File: src/logic/rv64_isa_pkg.sv
`default_nettype none

package rv64_isa_pkg;

  // data and address word.
  typedef logic [63:0] xlen_t;

  // one fetched instruction.
  typedef logic [31:0] inst_t;

  typedef logic [4:0] reg_addr_t;

  // major opcodes of the supported subset.
  typedef enum logic [6:0] {
    OP_IMM = 7'b0010011,
    OP     = 7'b0110011,
    LUI    = 7'b0110111,
    AUIPC  = 7'b0010111,
    JAL    = 7'b1101111,
    JALR   = 7'b1100111,
    SYSTEM = 7'b1110011
  } opcode_e;

  // funct3 for the integer ALU group.
  typedef enum logic [2:0] {
    F3_ADD = 3'b000,
    F3_SLT = 3'b010,
    F3_XOR = 3'b100,
    F3_OR  = 3'b110,
    F3_AND = 3'b111
  } funct3_e;

  localparam inst_t EBREAK_INST = 32'h0010_0073;

  localparam xlen_t DEFAULT_RESET_PC = 64'h0000_0000_8000_0000;

endpackage

`default_nettype wire

File: src/logic/core_ctrl_pkg.sv
`default_nettype none

package core_ctrl_pkg;

  typedef enum logic [2:0] {
    ALU_ADD    = 3'd0,
    ALU_SUB    = 3'd1,
    ALU_SLT    = 3'd2,
    ALU_XOR    = 3'd3,
    ALU_OR     = 3'd4,
    ALU_AND    = 3'd5,
    ALU_PASS_B = 3'd6
  } alu_op_e;

  typedef enum logic [1:0] {
    A_RS1  = 2'd0,
    A_PC   = 2'd1,
    A_ZERO = 2'd2
  } src_a_e;

  typedef enum logic {
    B_RS2 = 1'b0,
    B_IMM = 1'b1
  } src_b_e;

  // one instruction in flight, so three phases are enough.
  typedef enum logic [1:0] {
    F_REQ     = 2'd0,
    F_RELEASE = 2'd1,
    F_EXEC    = 2'd2
  } fetch_state_e;

  typedef struct packed {
    alu_op_e alu_op;
    src_a_e  src_a;
    src_b_e  src_b;
    logic    reg_wen;
    logic    wb_link;
    logic    jump;
    logic    is_jalr;
  } ctrl_t;

endpackage

`default_nettype wire

File: src/logic/gpr_if.sv
`timescale 1ns/1ps
`default_nettype none

interface gpr_if;
  import rv64_isa_pkg::*;

  reg_addr_t raddr1;
  reg_addr_t raddr2;
  xlen_t     rdata1;
  xlen_t     rdata2;
  reg_addr_t waddr;
  xlen_t     wdata;
  logic      wen;

  modport core_mp (
    output raddr1, raddr2, waddr, wdata, wen,
    input  rdata1, rdata2
  );

  modport rf_mp (
    input  raddr1, raddr2, waddr, wdata, wen,
    output rdata1, rdata2
  );

endinterface

`default_nettype wire

File: src/logic/pc_fetch.sv
`timescale 1ns/1ps
`default_nettype none

module pc_fetch #(
  parameter rv64_isa_pkg::xlen_t RESET_PC = rv64_isa_pkg::DEFAULT_RESET_PC
) (
  input  wire                      clk,
  input  wire                      rst_i,
  input  wire                      imem_ack_i,
  input  wire rv64_isa_pkg::inst_t imem_data_i,
  input  wire                      jump_i,
  input  wire rv64_isa_pkg::xlen_t target_i,
  input  wire                      ebreak_i,
  output logic                     imem_req_o,
  output rv64_isa_pkg::xlen_t      imem_addr_o,
  output rv64_isa_pkg::inst_t      inst_o,
  output rv64_isa_pkg::xlen_t      pc_o,
  output rv64_isa_pkg::xlen_t      pc_plus4_o,
  output logic                     exec_o,
  output logic                     halt_o
);
  import rv64_isa_pkg::*;
  import core_ctrl_pkg::*;

  fetch_state_e state_q;
  fetch_state_e state_d;
  logic         req_q;
  logic         halt_q;
  logic         halt_d;
  logic         take_inst;
  xlen_t        pc_q;
  xlen_t        pc_plus4;
  inst_t        inst_q;

  assign pc_plus4  = pc_q + 64'd4;
  assign take_inst = (state_q == F_REQ) && req_q && imem_ack_i;

  always_comb begin
    state_d = state_q;
    halt_d  = halt_q;
    case (state_q)
      F_REQ: begin
        if (take_inst) begin
          state_d = F_RELEASE;
        end
      end
      // memory must drop ack before the next request.
      F_RELEASE: begin
        if (!imem_ack_i) begin
          state_d = F_EXEC;
        end
      end
      F_EXEC: begin
        state_d = F_REQ;
        if (ebreak_i) begin
          halt_d = 1'b1;
        end
      end
      default: state_d = F_REQ;
    endcase
  end

  always_ff @(posedge clk) begin
    if (rst_i) begin
      state_q <= F_REQ;
      req_q   <= 1'b0;
      halt_q  <= 1'b0;
      pc_q    <= RESET_PC;
    end else begin
      state_q <= state_d;
      halt_q  <= halt_d;
      // request follows the next state, never while halted.
      req_q   <= (state_d == F_REQ) && !halt_d;
      if (state_q == F_EXEC) begin
        pc_q <= jump_i ? target_i : pc_plus4;
      end
    end
  end

  // instruction latch.
  always_ff @(posedge clk) begin
    if (take_inst) begin
      inst_q <= imem_data_i;
    end
  end

  assign imem_req_o  = req_q;
  assign imem_addr_o = pc_q;
  assign inst_o      = inst_q;
  assign pc_o        = pc_q;
  assign pc_plus4_o  = pc_plus4;
  assign exec_o      = (state_q == F_EXEC);
  assign halt_o      = halt_q;

endmodule

`default_nettype wire

File: src/logic/inst_decode.sv
`timescale 1ns/1ps
`default_nettype none

module inst_decode (
  input  wire rv64_isa_pkg::inst_t inst_i,
  output rv64_isa_pkg::reg_addr_t  rs1_o,
  output rv64_isa_pkg::reg_addr_t  rs2_o,
  output rv64_isa_pkg::reg_addr_t  rd_o,
  output rv64_isa_pkg::xlen_t      imm_o,
  output core_ctrl_pkg::ctrl_t     ctrl_o,
  output logic                     ebreak_o
);
  import rv64_isa_pkg::*;
  import core_ctrl_pkg::*;

  opcode_e opcode;
  funct3_e funct3;
  logic    [6:0] funct7;
  xlen_t   imm_i;
  xlen_t   imm_u;
  xlen_t   imm_j;
  alu_op_e f3_op;
  logic    f3_ok;
  ctrl_t   ctrl;

  assign opcode = opcode_e'(inst_i[6:0]);
  assign funct3 = funct3_e'(inst_i[14:12]);
  assign funct7 = inst_i[31:25];

  assign imm_i = {{52{inst_i[31]}}, inst_i[31:20]};
  assign imm_u = {{32{inst_i[31]}}, inst_i[31:12], 12'b0};
  assign imm_j = {{43{inst_i[31]}}, inst_i[31], inst_i[19:12], inst_i[20],
                  inst_i[30:21], 1'b0};

  // shared funct3 map for the register and immediate forms.
  always_comb begin
    f3_ok = 1'b1;
    case (funct3)
      F3_ADD: f3_op = ALU_ADD;
      F3_SLT: f3_op = ALU_SLT;
      F3_XOR: f3_op = ALU_XOR;
      F3_OR:  f3_op = ALU_OR;
      F3_AND: f3_op = ALU_AND;
      default: begin
        f3_op = ALU_ADD;
        f3_ok = 1'b0;
      end
    endcase
  end

  always_comb begin
    // anything unknown falls through as a quiet no-op.
    ctrl = '{alu_op: ALU_ADD, src_a: A_ZERO, src_b: B_IMM, default: 1'b0};
    imm_o = imm_i;
    case (opcode)
      OP_IMM: begin
        ctrl.alu_op  = f3_op;
        ctrl.src_a   = A_RS1;
        ctrl.reg_wen = f3_ok;
      end
      OP: begin
        ctrl.src_a = A_RS1;
        ctrl.src_b = B_RS2;
        if (funct7 == 7'b0000000) begin
          ctrl.alu_op  = f3_op;
          ctrl.reg_wen = f3_ok;
        end else if (funct7 == 7'b0100000 && funct3 == F3_ADD) begin
          ctrl.alu_op  = ALU_SUB;
          ctrl.reg_wen = 1'b1;
        end
      end
      LUI: begin
        imm_o        = imm_u;
        ctrl.alu_op  = ALU_PASS_B;
        ctrl.reg_wen = 1'b1;
      end
      AUIPC: begin
        imm_o        = imm_u;
        ctrl.src_a   = A_PC;
        ctrl.reg_wen = 1'b1;
      end
      JAL: begin
        imm_o        = imm_j;
        ctrl.src_a   = A_PC;
        ctrl.reg_wen = 1'b1;
        ctrl.wb_link = 1'b1;
        ctrl.jump    = 1'b1;
      end
      JALR: begin
        if (funct3 == F3_ADD) begin
          ctrl.src_a   = A_RS1;
          ctrl.reg_wen = 1'b1;
          ctrl.wb_link = 1'b1;
          ctrl.jump    = 1'b1;
          ctrl.is_jalr = 1'b1;
        end
      end
      default: ;
    endcase
  end

  assign rs1_o    = inst_i[19:15];
  assign rs2_o    = inst_i[24:20];
  assign rd_o     = inst_i[11:7];
  assign ctrl_o   = ctrl;
  assign ebreak_o = (inst_i == EBREAK_INST);

endmodule

`default_nettype wire

File: src/logic/alu.sv
`timescale 1ns/1ps
`default_nettype none

module alu (
  input  wire core_ctrl_pkg::ctrl_t ctrl_i,
  input  wire rv64_isa_pkg::xlen_t  rs1_data_i,
  input  wire rv64_isa_pkg::xlen_t  rs2_data_i,
  input  wire rv64_isa_pkg::xlen_t  pc_i,
  input  wire rv64_isa_pkg::xlen_t  imm_i,
  output rv64_isa_pkg::xlen_t       result_o
);
  import rv64_isa_pkg::*;
  import core_ctrl_pkg::*;

  xlen_t op_a;
  xlen_t op_b;
  xlen_t res;

  always_comb begin
    case (ctrl_i.src_a)
      A_RS1:   op_a = rs1_data_i;
      A_PC:    op_a = pc_i;
      default: op_a = '0;
    endcase
  end

  assign op_b = (ctrl_i.src_b == B_IMM) ? imm_i : rs2_data_i;

  always_comb begin
    case (ctrl_i.alu_op)
      ALU_ADD:    res = op_a + op_b;
      ALU_SUB:    res = op_a - op_b;
      ALU_SLT:    res = {63'b0, $signed(op_a) < $signed(op_b)};
      ALU_XOR:    res = op_a ^ op_b;
      ALU_OR:     res = op_a | op_b;
      ALU_AND:    res = op_a & op_b;
      ALU_PASS_B: res = op_b;
      default:    res = '0;
    endcase
  end

  // jalr target has bit 0 forced low.
  assign result_o = ctrl_i.is_jalr ? {res[63:1], 1'b0} : res;

endmodule

`default_nettype wire

File: src/logic/gpr.sv
`timescale 1ns/1ps
`default_nettype none

module gpr (
  input wire  clk,
  input wire  rst_i,
  gpr_if.rf_mp rf
);
  import rv64_isa_pkg::*;

  xlen_t regs [32];

  always_ff @(posedge clk) begin
    if (rst_i) begin
      for (int i = 0; i < 32; i++) begin
        regs[i] <= '0;
      end
    end else if (rf.wen && rf.waddr != 5'd0) begin
      regs[rf.waddr] <= rf.wdata;
    end
  end

  // x0 always reads zero.
  assign rf.rdata1 = (rf.raddr1 == 5'd0) ? '0 : regs[rf.raddr1];
  assign rf.rdata2 = (rf.raddr2 == 5'd0) ? '0 : regs[rf.raddr2];

endmodule

`default_nettype wire

File: src/logic/rv64_core.sv
`timescale 1ns/1ps
`default_nettype none

module rv64_core #(
  parameter rv64_isa_pkg::xlen_t RESET_PC = rv64_isa_pkg::DEFAULT_RESET_PC
) (
  input  wire                          clk,
  input  wire                          rst_i,
  output logic                         imem_req_o,
  output rv64_isa_pkg::xlen_t          imem_addr_o,
  input  wire                          imem_ack_i,
  input  wire rv64_isa_pkg::inst_t     imem_data_i,
  output logic                         retire_valid_o,
  output rv64_isa_pkg::xlen_t          retire_pc_o,
  output rv64_isa_pkg::reg_addr_t      retire_rd_o,
  output rv64_isa_pkg::xlen_t          retire_data_o,
  output logic                         halt_o
);
  import rv64_isa_pkg::*;
  import core_ctrl_pkg::*;

  inst_t     inst;
  xlen_t     pc;
  xlen_t     pc_plus4;
  logic      exec;
  reg_addr_t rs1;
  reg_addr_t rs2;
  reg_addr_t rd;
  xlen_t     imm;
  ctrl_t     ctrl;
  logic      ebreak;
  xlen_t     alu_result;
  xlen_t     wb_data;
  logic      rf_wen;

  gpr_if u_gpr_if ();

  pc_fetch #(
    .RESET_PC (RESET_PC)
  ) u_pc_fetch (
    .clk         (clk),
    .rst_i       (rst_i),
    .imem_ack_i  (imem_ack_i),
    .imem_data_i (imem_data_i),
    .jump_i      (ctrl.jump),
    .target_i    (alu_result),
    .ebreak_i    (ebreak),
    .imem_req_o  (imem_req_o),
    .imem_addr_o (imem_addr_o),
    .inst_o      (inst),
    .pc_o        (pc),
    .pc_plus4_o  (pc_plus4),
    .exec_o      (exec),
    .halt_o      (halt_o)
  );

  inst_decode u_inst_decode (
    .inst_i   (inst),
    .rs1_o    (rs1),
    .rs2_o    (rs2),
    .rd_o     (rd),
    .imm_o    (imm),
    .ctrl_o   (ctrl),
    .ebreak_o (ebreak)
  );

  alu u_alu (
    .ctrl_i     (ctrl),
    .rs1_data_i (u_gpr_if.rdata1),
    .rs2_data_i (u_gpr_if.rdata2),
    .pc_i       (pc),
    .imm_i      (imm),
    .result_o   (alu_result)
  );

  gpr u_gpr (
    .clk   (clk),
    .rst_i (rst_i),
    .rf    (u_gpr_if.rf_mp)
  );

  // link writes take pc+4, everything else the alu.
  assign wb_data = ctrl.wb_link ? pc_plus4 : alu_result;
  assign rf_wen  = exec && ctrl.reg_wen;

  assign u_gpr_if.raddr1 = rs1;
  assign u_gpr_if.raddr2 = rs2;
  assign u_gpr_if.waddr  = rd;
  assign u_gpr_if.wdata  = wb_data;
  assign u_gpr_if.wen    = rf_wen;

  // retire trace, one pulse per instruction.
  assign retire_valid_o = exec;
  assign retire_pc_o    = pc;
  assign retire_rd_o    = ctrl.reg_wen ? rd : 5'd0;
  assign retire_data_o  = (rf_wen && rd != 5'd0) ? wb_data : '0;

endmodule

`default_nettype wire

File: config.mk
export PLATFORM = sky130hd
export DESIGN_NAME = rv64_core
export DESIGN_NICKNAME = d
export VERILOG_FILES = /design/src/logic/rv64_isa_pkg.sv /design/src/logic/core_ctrl_pkg.sv /design/src/logic/gpr_if.sv /design/src/logic/pc_fetch.sv /design/src/logic/inst_decode.sv /design/src/logic/alu.sv /design/src/logic/gpr.sv /design/src/logic/rv64_core.sv
export SDC_FILE = /design/constraint.sdc
export NUM_CORES = 2
export LEC_CHECK = 0
export ABC_AREA = 0
export BUFFER_PORTS_ARGS = -buffer_cell sky130_fd_sc_hd__buf_2
export CAP_MARGIN = 30
export CORE_ASPECT_RATIO = 1.5
export CORE_UTILIZATION = 35
export DETAILED_ROUTE_END_ITERATION = 10
export SYNTH_ARGS = -nofsm -noshare
export SYNTH_HDL_FRONTEND = slang
export SYNTH_HIERARCHICAL = 1
export SYNTH_SLANG_ARGS = --single-unit
File: constraint.sdc
create_clock -name clk -period 23 [get_ports clk]
set_clock_uncertainty 0.05 [all_clocks]
set_input_delay 5.75 -clock clk [delete_from_list [all_inputs] [get_ports clk]]
set_output_delay 5.75 -clock clk [all_outputs]
set_load 0.02 [all_outputs]
# After elaboration in Yosys (flattened, before gate mapping)
# Memory sizes are Yosys's and may differ from the RTL's. A register that Yosys moved wholly into a read port is not among the register bits.
# Cells that the tools add are included.
# classes
n_eq_ne,21
n_bitwise,3
reduce_logical,22
n_lt_le_gt_ge,1
n_addsub,3
muxes,39
# ops
operator,n
64-bit two-way mux,7
64-bit case mux with 7 select lines,1
64-bit case mux with 2 select lines,1
64-bit by 3-bit adder with 64-bit output (second input constant),1
64-bit adder,1
64-bit bitwise AND,1
64-bit < comparator,1
64-bit bitwise OR,1
64-bit OR reduction,1
64-bit subtractor,1
64-bit XOR,1
31-bit case mux with 2 select lines,1
32-bit by 21-bit equality test with 1-bit output (second input constant),1
7-bit by 6-bit equality test with 1-bit output (second input constant),3
5-bit two-way mux,4
3-bit equality test (second input constant),6
7-bit by 5-bit equality test with 1-bit output (second input constant),2
7-bit equality test (second input constant),2
1-bit two-way mux,14
3-bit case mux with 4 select lines,1
5-bit logical NOT,2
3-bit by 2-bit equality test with 1-bit output (second input constant),3
3-bit case mux with 3 select lines,1
2-bit case mux with 2 select lines,2
17 further kinds,30
# word_totals
wordCells,95
regBits,100
n_memories,1
inputBits,35
mem_bits_rw,2048
# mem_list
name,depth,word_bits,rd,rd_ports_with_merged_regs,wr,line,source
u_gpr.regs,32,64,2,2,32,gpr.sv:11,xlen_t regs [32];

# Longest topological paths before layout
# logic_depth
depth_word,12
mapped_depth,30
depth_no_buf,24

# Cells and area by module
# The synthesis kept the hierarchy.
# modules_own_cells
module,area_each_um2,seq_area_each_um2,cells_each,instances
gpr,108253.8,61499.0,7055,1
alu,13416.6,0.0,2046,1
pc_fetch,6346.1,2322.2,760,1
rv64_core,1597.8,0.0,227,1
inst_decode,937.1,0.0,131,1

# Worst setup path after synthesis
# OpenSTA, ideal clock, no wires.
# synth_path
path_kind,register to output
start,register u_pc_fetch.inst_q[1] (netlist: u_pc_fetch/inst_o[1])
end,output port retire_data_o[52]
n_path_buf,4
setup_slack_ps,11219
stages_incl_launch_ff,23
t_required_ps,17200
arrival_ps,5981
path_cell_list,edfxtp_1 -> nand4b_4 -> or4_1 -> buf_2 -> clkbuf_1 -> buf_1 -> buf_1 -> mux2i_1 -> inv_1 -> fa_1 -> o21ba_2 -> o211ai_1 -> a311oi_2 -> nor3_1 -> nand3b_1 -> o21ai_1 -> o31ai_1 -> a21oi_2 -> o21ai_1 -> mux2_2 -> o221ai_1 -> mux2i_1 -> a211oi_1
# synth_between
elab_chain_cells,9
# synth_rtl
item,line,source
"start, declared",pc_fetch.sv:33,inst_t inst_q;
"start signal, assigned",pc_fetch.sv:83,inst_q <= imem_data_i;
"7-bit by 5-bit equality test with 1-bit output, or another cell as far along",inst_decode.sv:55,case (opcode)
2-bit OR reduction (no line),--,
2-bit case mux with 3 select lines,inst_decode.sv:55,
2-bit by 1-bit equality test with 1-bit output or 2-bit logical NOT (tied branches),alu.sv:20,case (ctrl_i.src_a)
64-bit case mux with 2 select lines,alu.sv:20,
"64-bit subtractor, or another cell as far along",alu.sv:32,ALU_SUB: res = op_a - op_b;
64-bit case mux with 7 select lines *,alu.sv:30,case (ctrl_i.alu_op)
net alu_result[52],rv64_core.sv:32,xlen_t alu_result;
64-bit two-way mux *,rv64_core.sv:83,assign wb_data = ctrl.wb_link ? pc_plus4 : alu_result;
64-bit two-way mux *,rv64_core.sv:96,assign retire_data_o = (rf_wen && rd != 5'd0) ? wb_data : '0;
"end, declared",rv64_core.sv:16,"output rv64_isa_pkg::xlen_t retire_data_o,"
# The timed path passes the listed nets; every way through them passes the cells marked *.

# Final worst setup path
# layout_path
start,register u_pc_fetch.inst_q[20] (netlist: u_pc_fetch/inst_o[20])
end,output port retire_data_o[60]
# layout_between
elab_chain_cells,7
# layout_rtl
item,line,source
5-bit logical NOT *,gpr.sv:25,assign rf.rdata2 = (rf.raddr2 == 5'd0) ? '0 : regs[rf.raddr2];
64-bit two-way mux *,gpr.sv:25,
net u_gpr_if.rdata2[45],gpr_if.sv:10,xlen_t rdata2;
64-bit two-way mux *,alu.sv:27,assign op_b = (ctrl_i.src_b == B_IMM) ? imm_i : rs2_data_i;
64-bit subtractor or 64-bit adder (tied branches),"alu.sv:32, alu.sv:31",
64-bit case mux with 7 select lines *,alu.sv:30,
net alu_result[60],rv64_core.sv:32,
64-bit two-way mux *,rv64_core.sv:83,
64-bit two-way mux *,rv64_core.sv:96,
# Marks and branches as above.

==> run metrics <==
Clk Latency, worst-skew pair=910 ps; clk root buf=clkbuf_16; hold path depth=1; MaxCap Viol Count=0; routability congestion estimate from global placement=0.958; largest net degree at the start of global routing=148; DRC violation total after the first TritonRoute iteration=14900; Switching Share=26.8%; fin nets=10200; sequential share of the synthesized area=48.9%; Post-CTS Hold Fix Bufs=0; clock tree buffer depth=4; worst-path cell chain=buf_4, buf_12, buf_4, buf_4, mux4_2, mux2i_1, o2111ai_1, mux2i_1, inv_1, ha_1, inv_1, a21oi_1, nor2_1, nor2_1, o21ai_0, a221oi_1, o21bai_1, a2111oi_0, o21ai_0, xnor2_1, o221ai_1, mux2i_1, a211oi_1, buf_2; IO Count=235; Synthesis Warnings=6; post-cts resize count=0; Worst R2R Start=u_pc_fetch/inst_o[20]; Worst-Margin Slew=1330 ps; starting density of the core=35.2%; WL final=583000 µm; peak supply drop=61.7 µV; Combinational Power Share=12.4%; top_reg_cell synth=edfxtp_1; Die Area=0.375 mm²; CP max stage delay=710 ps; Slowest cell on crit path=buf_4; RSZ-0062 raised after global routing=false; P_leak=52.5 nW; Worst R2R Path Depth=24; Syn Inst Count=10200; antenna violations before repair=71; critical path arrival=10790 ps; Hold Path End=u_pc_fetch/imem_req_o; share of layout cells above drive strength 1=21.0%; reg2reg setup slack=12280 ps; fin cells=15100; Top delay family on crit path=compound AO/OA/AOI/OAI gates; CTS H-tree lvls=4; DRC violations left=0; count of final setup violators=0; Pint=6.64 mW; commonest non-fill, non-tap cell in the layout=edfxtp_1; Total GRT Usage=30.1%; met2 wire len=280000 µm; Core Area=0.371 mm²; max layer used=met5; Num Clock Sinks=2148; Site Rows=274; Crit Path Max Fanout=104; startpoint types=flop; most frequent cells in the layout=2080 x edfxtp_1, 2000 x and2_1, 906 x mux4_2, 569 x mux2i_1, 323 x nor2_1; WP buf/inv=7; register bit total from synthesis=2148; Required @ worst endpoint=17200 ps; CTS clk-pin slew, worst paths=70 ps; setup TNS=0 ps; Critical Path End Type=primary output; Sw Pwr=2.43 mW; max-slew violation count=0; placed insts=14700; Worst Hold Class=reg -> reg; final hold violation count=0; vias in the first global route=95900; Seq pwr share=49.6%; area delta synth->final=9.88%; met3 wire len=64200 µm; RR Endpoint=u_gpr/regs[30][62]; die height=750 µm; HPWL after DPL=371000 µm; total number of vias=97300; fmax=0.0603 GHz; Post-synth EDFFs=2080; grt total ovfl=0; first-pass GRT wire length=783000 µm; status=complete, no violations; Avg Cell Area, Syn=12.8 µm²; Netlist cell types=120; Post-DRT Antenna Nets=0; Cell Pwr Density=63.2 mW/mm²; hold path start=u_pc_fetch/halt_o; postcts setup bufs=0; Tmin final=16590 ps; slew margin rel.=11.1%; drt pass-1 iters=7; port buffer count=234; period utilisation layout=72.1%; CTS buffer count=205; synthesized area=0.131 mm²; WS Path Type=reg -> out; drt wl/cell=38.6 µm; Clock power frac=37.9%; WL met1=187000 µm; CTS tree=yes; Via density=6.44; overall die width=501 µm; async set or reset register ratio after synthesis=0%
-- worst max path at each step --
stage	startpoint	endpoint	slack [ps]	depth (start not counted)
final	u_pc_fetch/inst_o[20]	retire_data_o[60]	6410	24
after CTS	u_pc_fetch/inst_o[15]	retire_data_o[52]	6520	23
after global routing	u_pc_fetch/inst_o[20]	retire_data_o[60]	6110	24
after detailed placement	u_pc_fetch/inst_o[15]	retire_data_o[52]	7480	23
after global placement	u_pc_fetch/inst_o[17]	retire_data_o[52]	7330	26
after floorplan	u_pc_fetch/inst_o[1]	retire_data_o[52]	11220	22
-- synth_stat cells, types with 69 or more instances --
| library cell | n | area, µm² |
|---|---|---|
| a211oi_1 | 90 | 676 |
| a21o_1 | 88 | 661 |
| a21oi_1 | 298 | 1490 |
| a221oi_1 | 75 | 657 |
| a22oi_1 | 109 | 818 |
| and2_1 | 2001 | 12500 |
| buf_1 | 76 | 285 |
| buf_2 | 143 | 716 |
| buf_4 | 167 | 1250 |
| clkbuf_1 | 713 | 2680 |
| edfxtp_1 | 2080 | 62500 |
| ha_1 | 193 | 2410 |
| inv_1 | 276 | 1040 |
| mux2_2 | 142 | 1600 |
| mux2i_1 | 573 | 5740 |
| mux4_2 | 906 | 20400 |
| nand2_1 | 313 | 1170 |
| nand3_1 | 102 | 510 |
| nor2_1 | 366 | 1370 |
| o211ai_1 | 69 | 518 |
| o21ai_0 | 141 | 706 |
| o221ai_1 | 75 | 657 |
| o22ai_1 | 131 | 820 |
| xnor2_1 | 77 | 674 |
-- registers in the layout, indices dropped and copies added (netlist names) --
| signal | cells |
|---|---|
| u_pc_fetch/imem_req_o | 1 |
| u_pc_fetch/halt_o | 1 |
| u_pc_fetch/state_q | 2 |
| u_pc_fetch/imem_addr_o | 64 |
| u_gpr/regs | 2048 |
| u_pc_fetch/inst_o | 32 |
-- power groups by stage --
stage          sequential, mW  combinational (mW)  clock (mW)
6_report                 4.50                1.13        3.44
5_1_grt                  4.51                1.14        3.56
4_1_cts                  4.50                1.09        3.46
3_5_place_dp             4.58                1.09           0
3_3_place_gp             4.57                1.07           0
2_1_floorplan            4.55               0.646           0
-- per-stage QoR --
| step | util, % | area (µm²) | total power [mW] | hold WS (ps) | setup WS, ps |
|---|---|---|---|---|---|
| after floorplan | - | 131000 | 5.20 | 417 | 11220 |
| after global placement | 36.6 | 136000 | 5.64 | 395 | 7330 |
| after detailed placement | 36.8 | 137000 | 5.67 | 419 | 7480 |
| after CTS | 38.6 | 143000 | 9.05 | 434 | 6520 |
| after global routing | 38.6 | 143000 | 9.22 | 463 | 6110 |
| final | 38.6 | 143000 | 9.07 | 439 | 6410 |
-- worst reg2reg max path: cells and delay by family (launching register included) --
family	cells	cell delay, ps
buf+inv	5	2930
flops	1	350
mux	3	1860
fa+ha+maj	1	560
simple gates	4	1160
compound gates	11	3550
-- logic make-up (layout without fill, tap and decap cells) --
kind of cell             after synthesis  after routing  synth area share (%)
adder cells (fa/ha/maj)              195            195                  1.88
buffers and inverters               1421           1240                  4.89
flip-flops                          2148           2148                  48.9
multiplexers                        1621           1621                  21.2
XOR/XNOR                             101            101                 0.678
other                                  1            102               0.00287
AND/OR/NAND/NOR                     3213           3213                  14.2
AO/OA/AOI/OAI                       1519           1519                  8.25
-- metal layers --
| layer | track usage [%] | up-vias |
|---|---|---|
| met5 | 0 | - |
| met4 | 23.7 | 28 |
| met3 | 6.07 | 2109 |
| met2 | 50.6 | 7564 |
| met1 | 33.3 | 49600 |
| li1 | - | 38000 |
-- cell type report --
type / instances / area (µm²)
diodes: 38 / 95.1
clock buffers: 232 / 5310
clock inverters: 129 / 1110
fillers: 34800 / 228000
inverters: 287 / 1080
multi-input cells: 6713 / 61200
flip-flops and latches: 2148 / 63800
well taps: 4968 / 6220
repair buffers: 592 / 4640
Note: power is estimated with default switching activity, not from simulation.
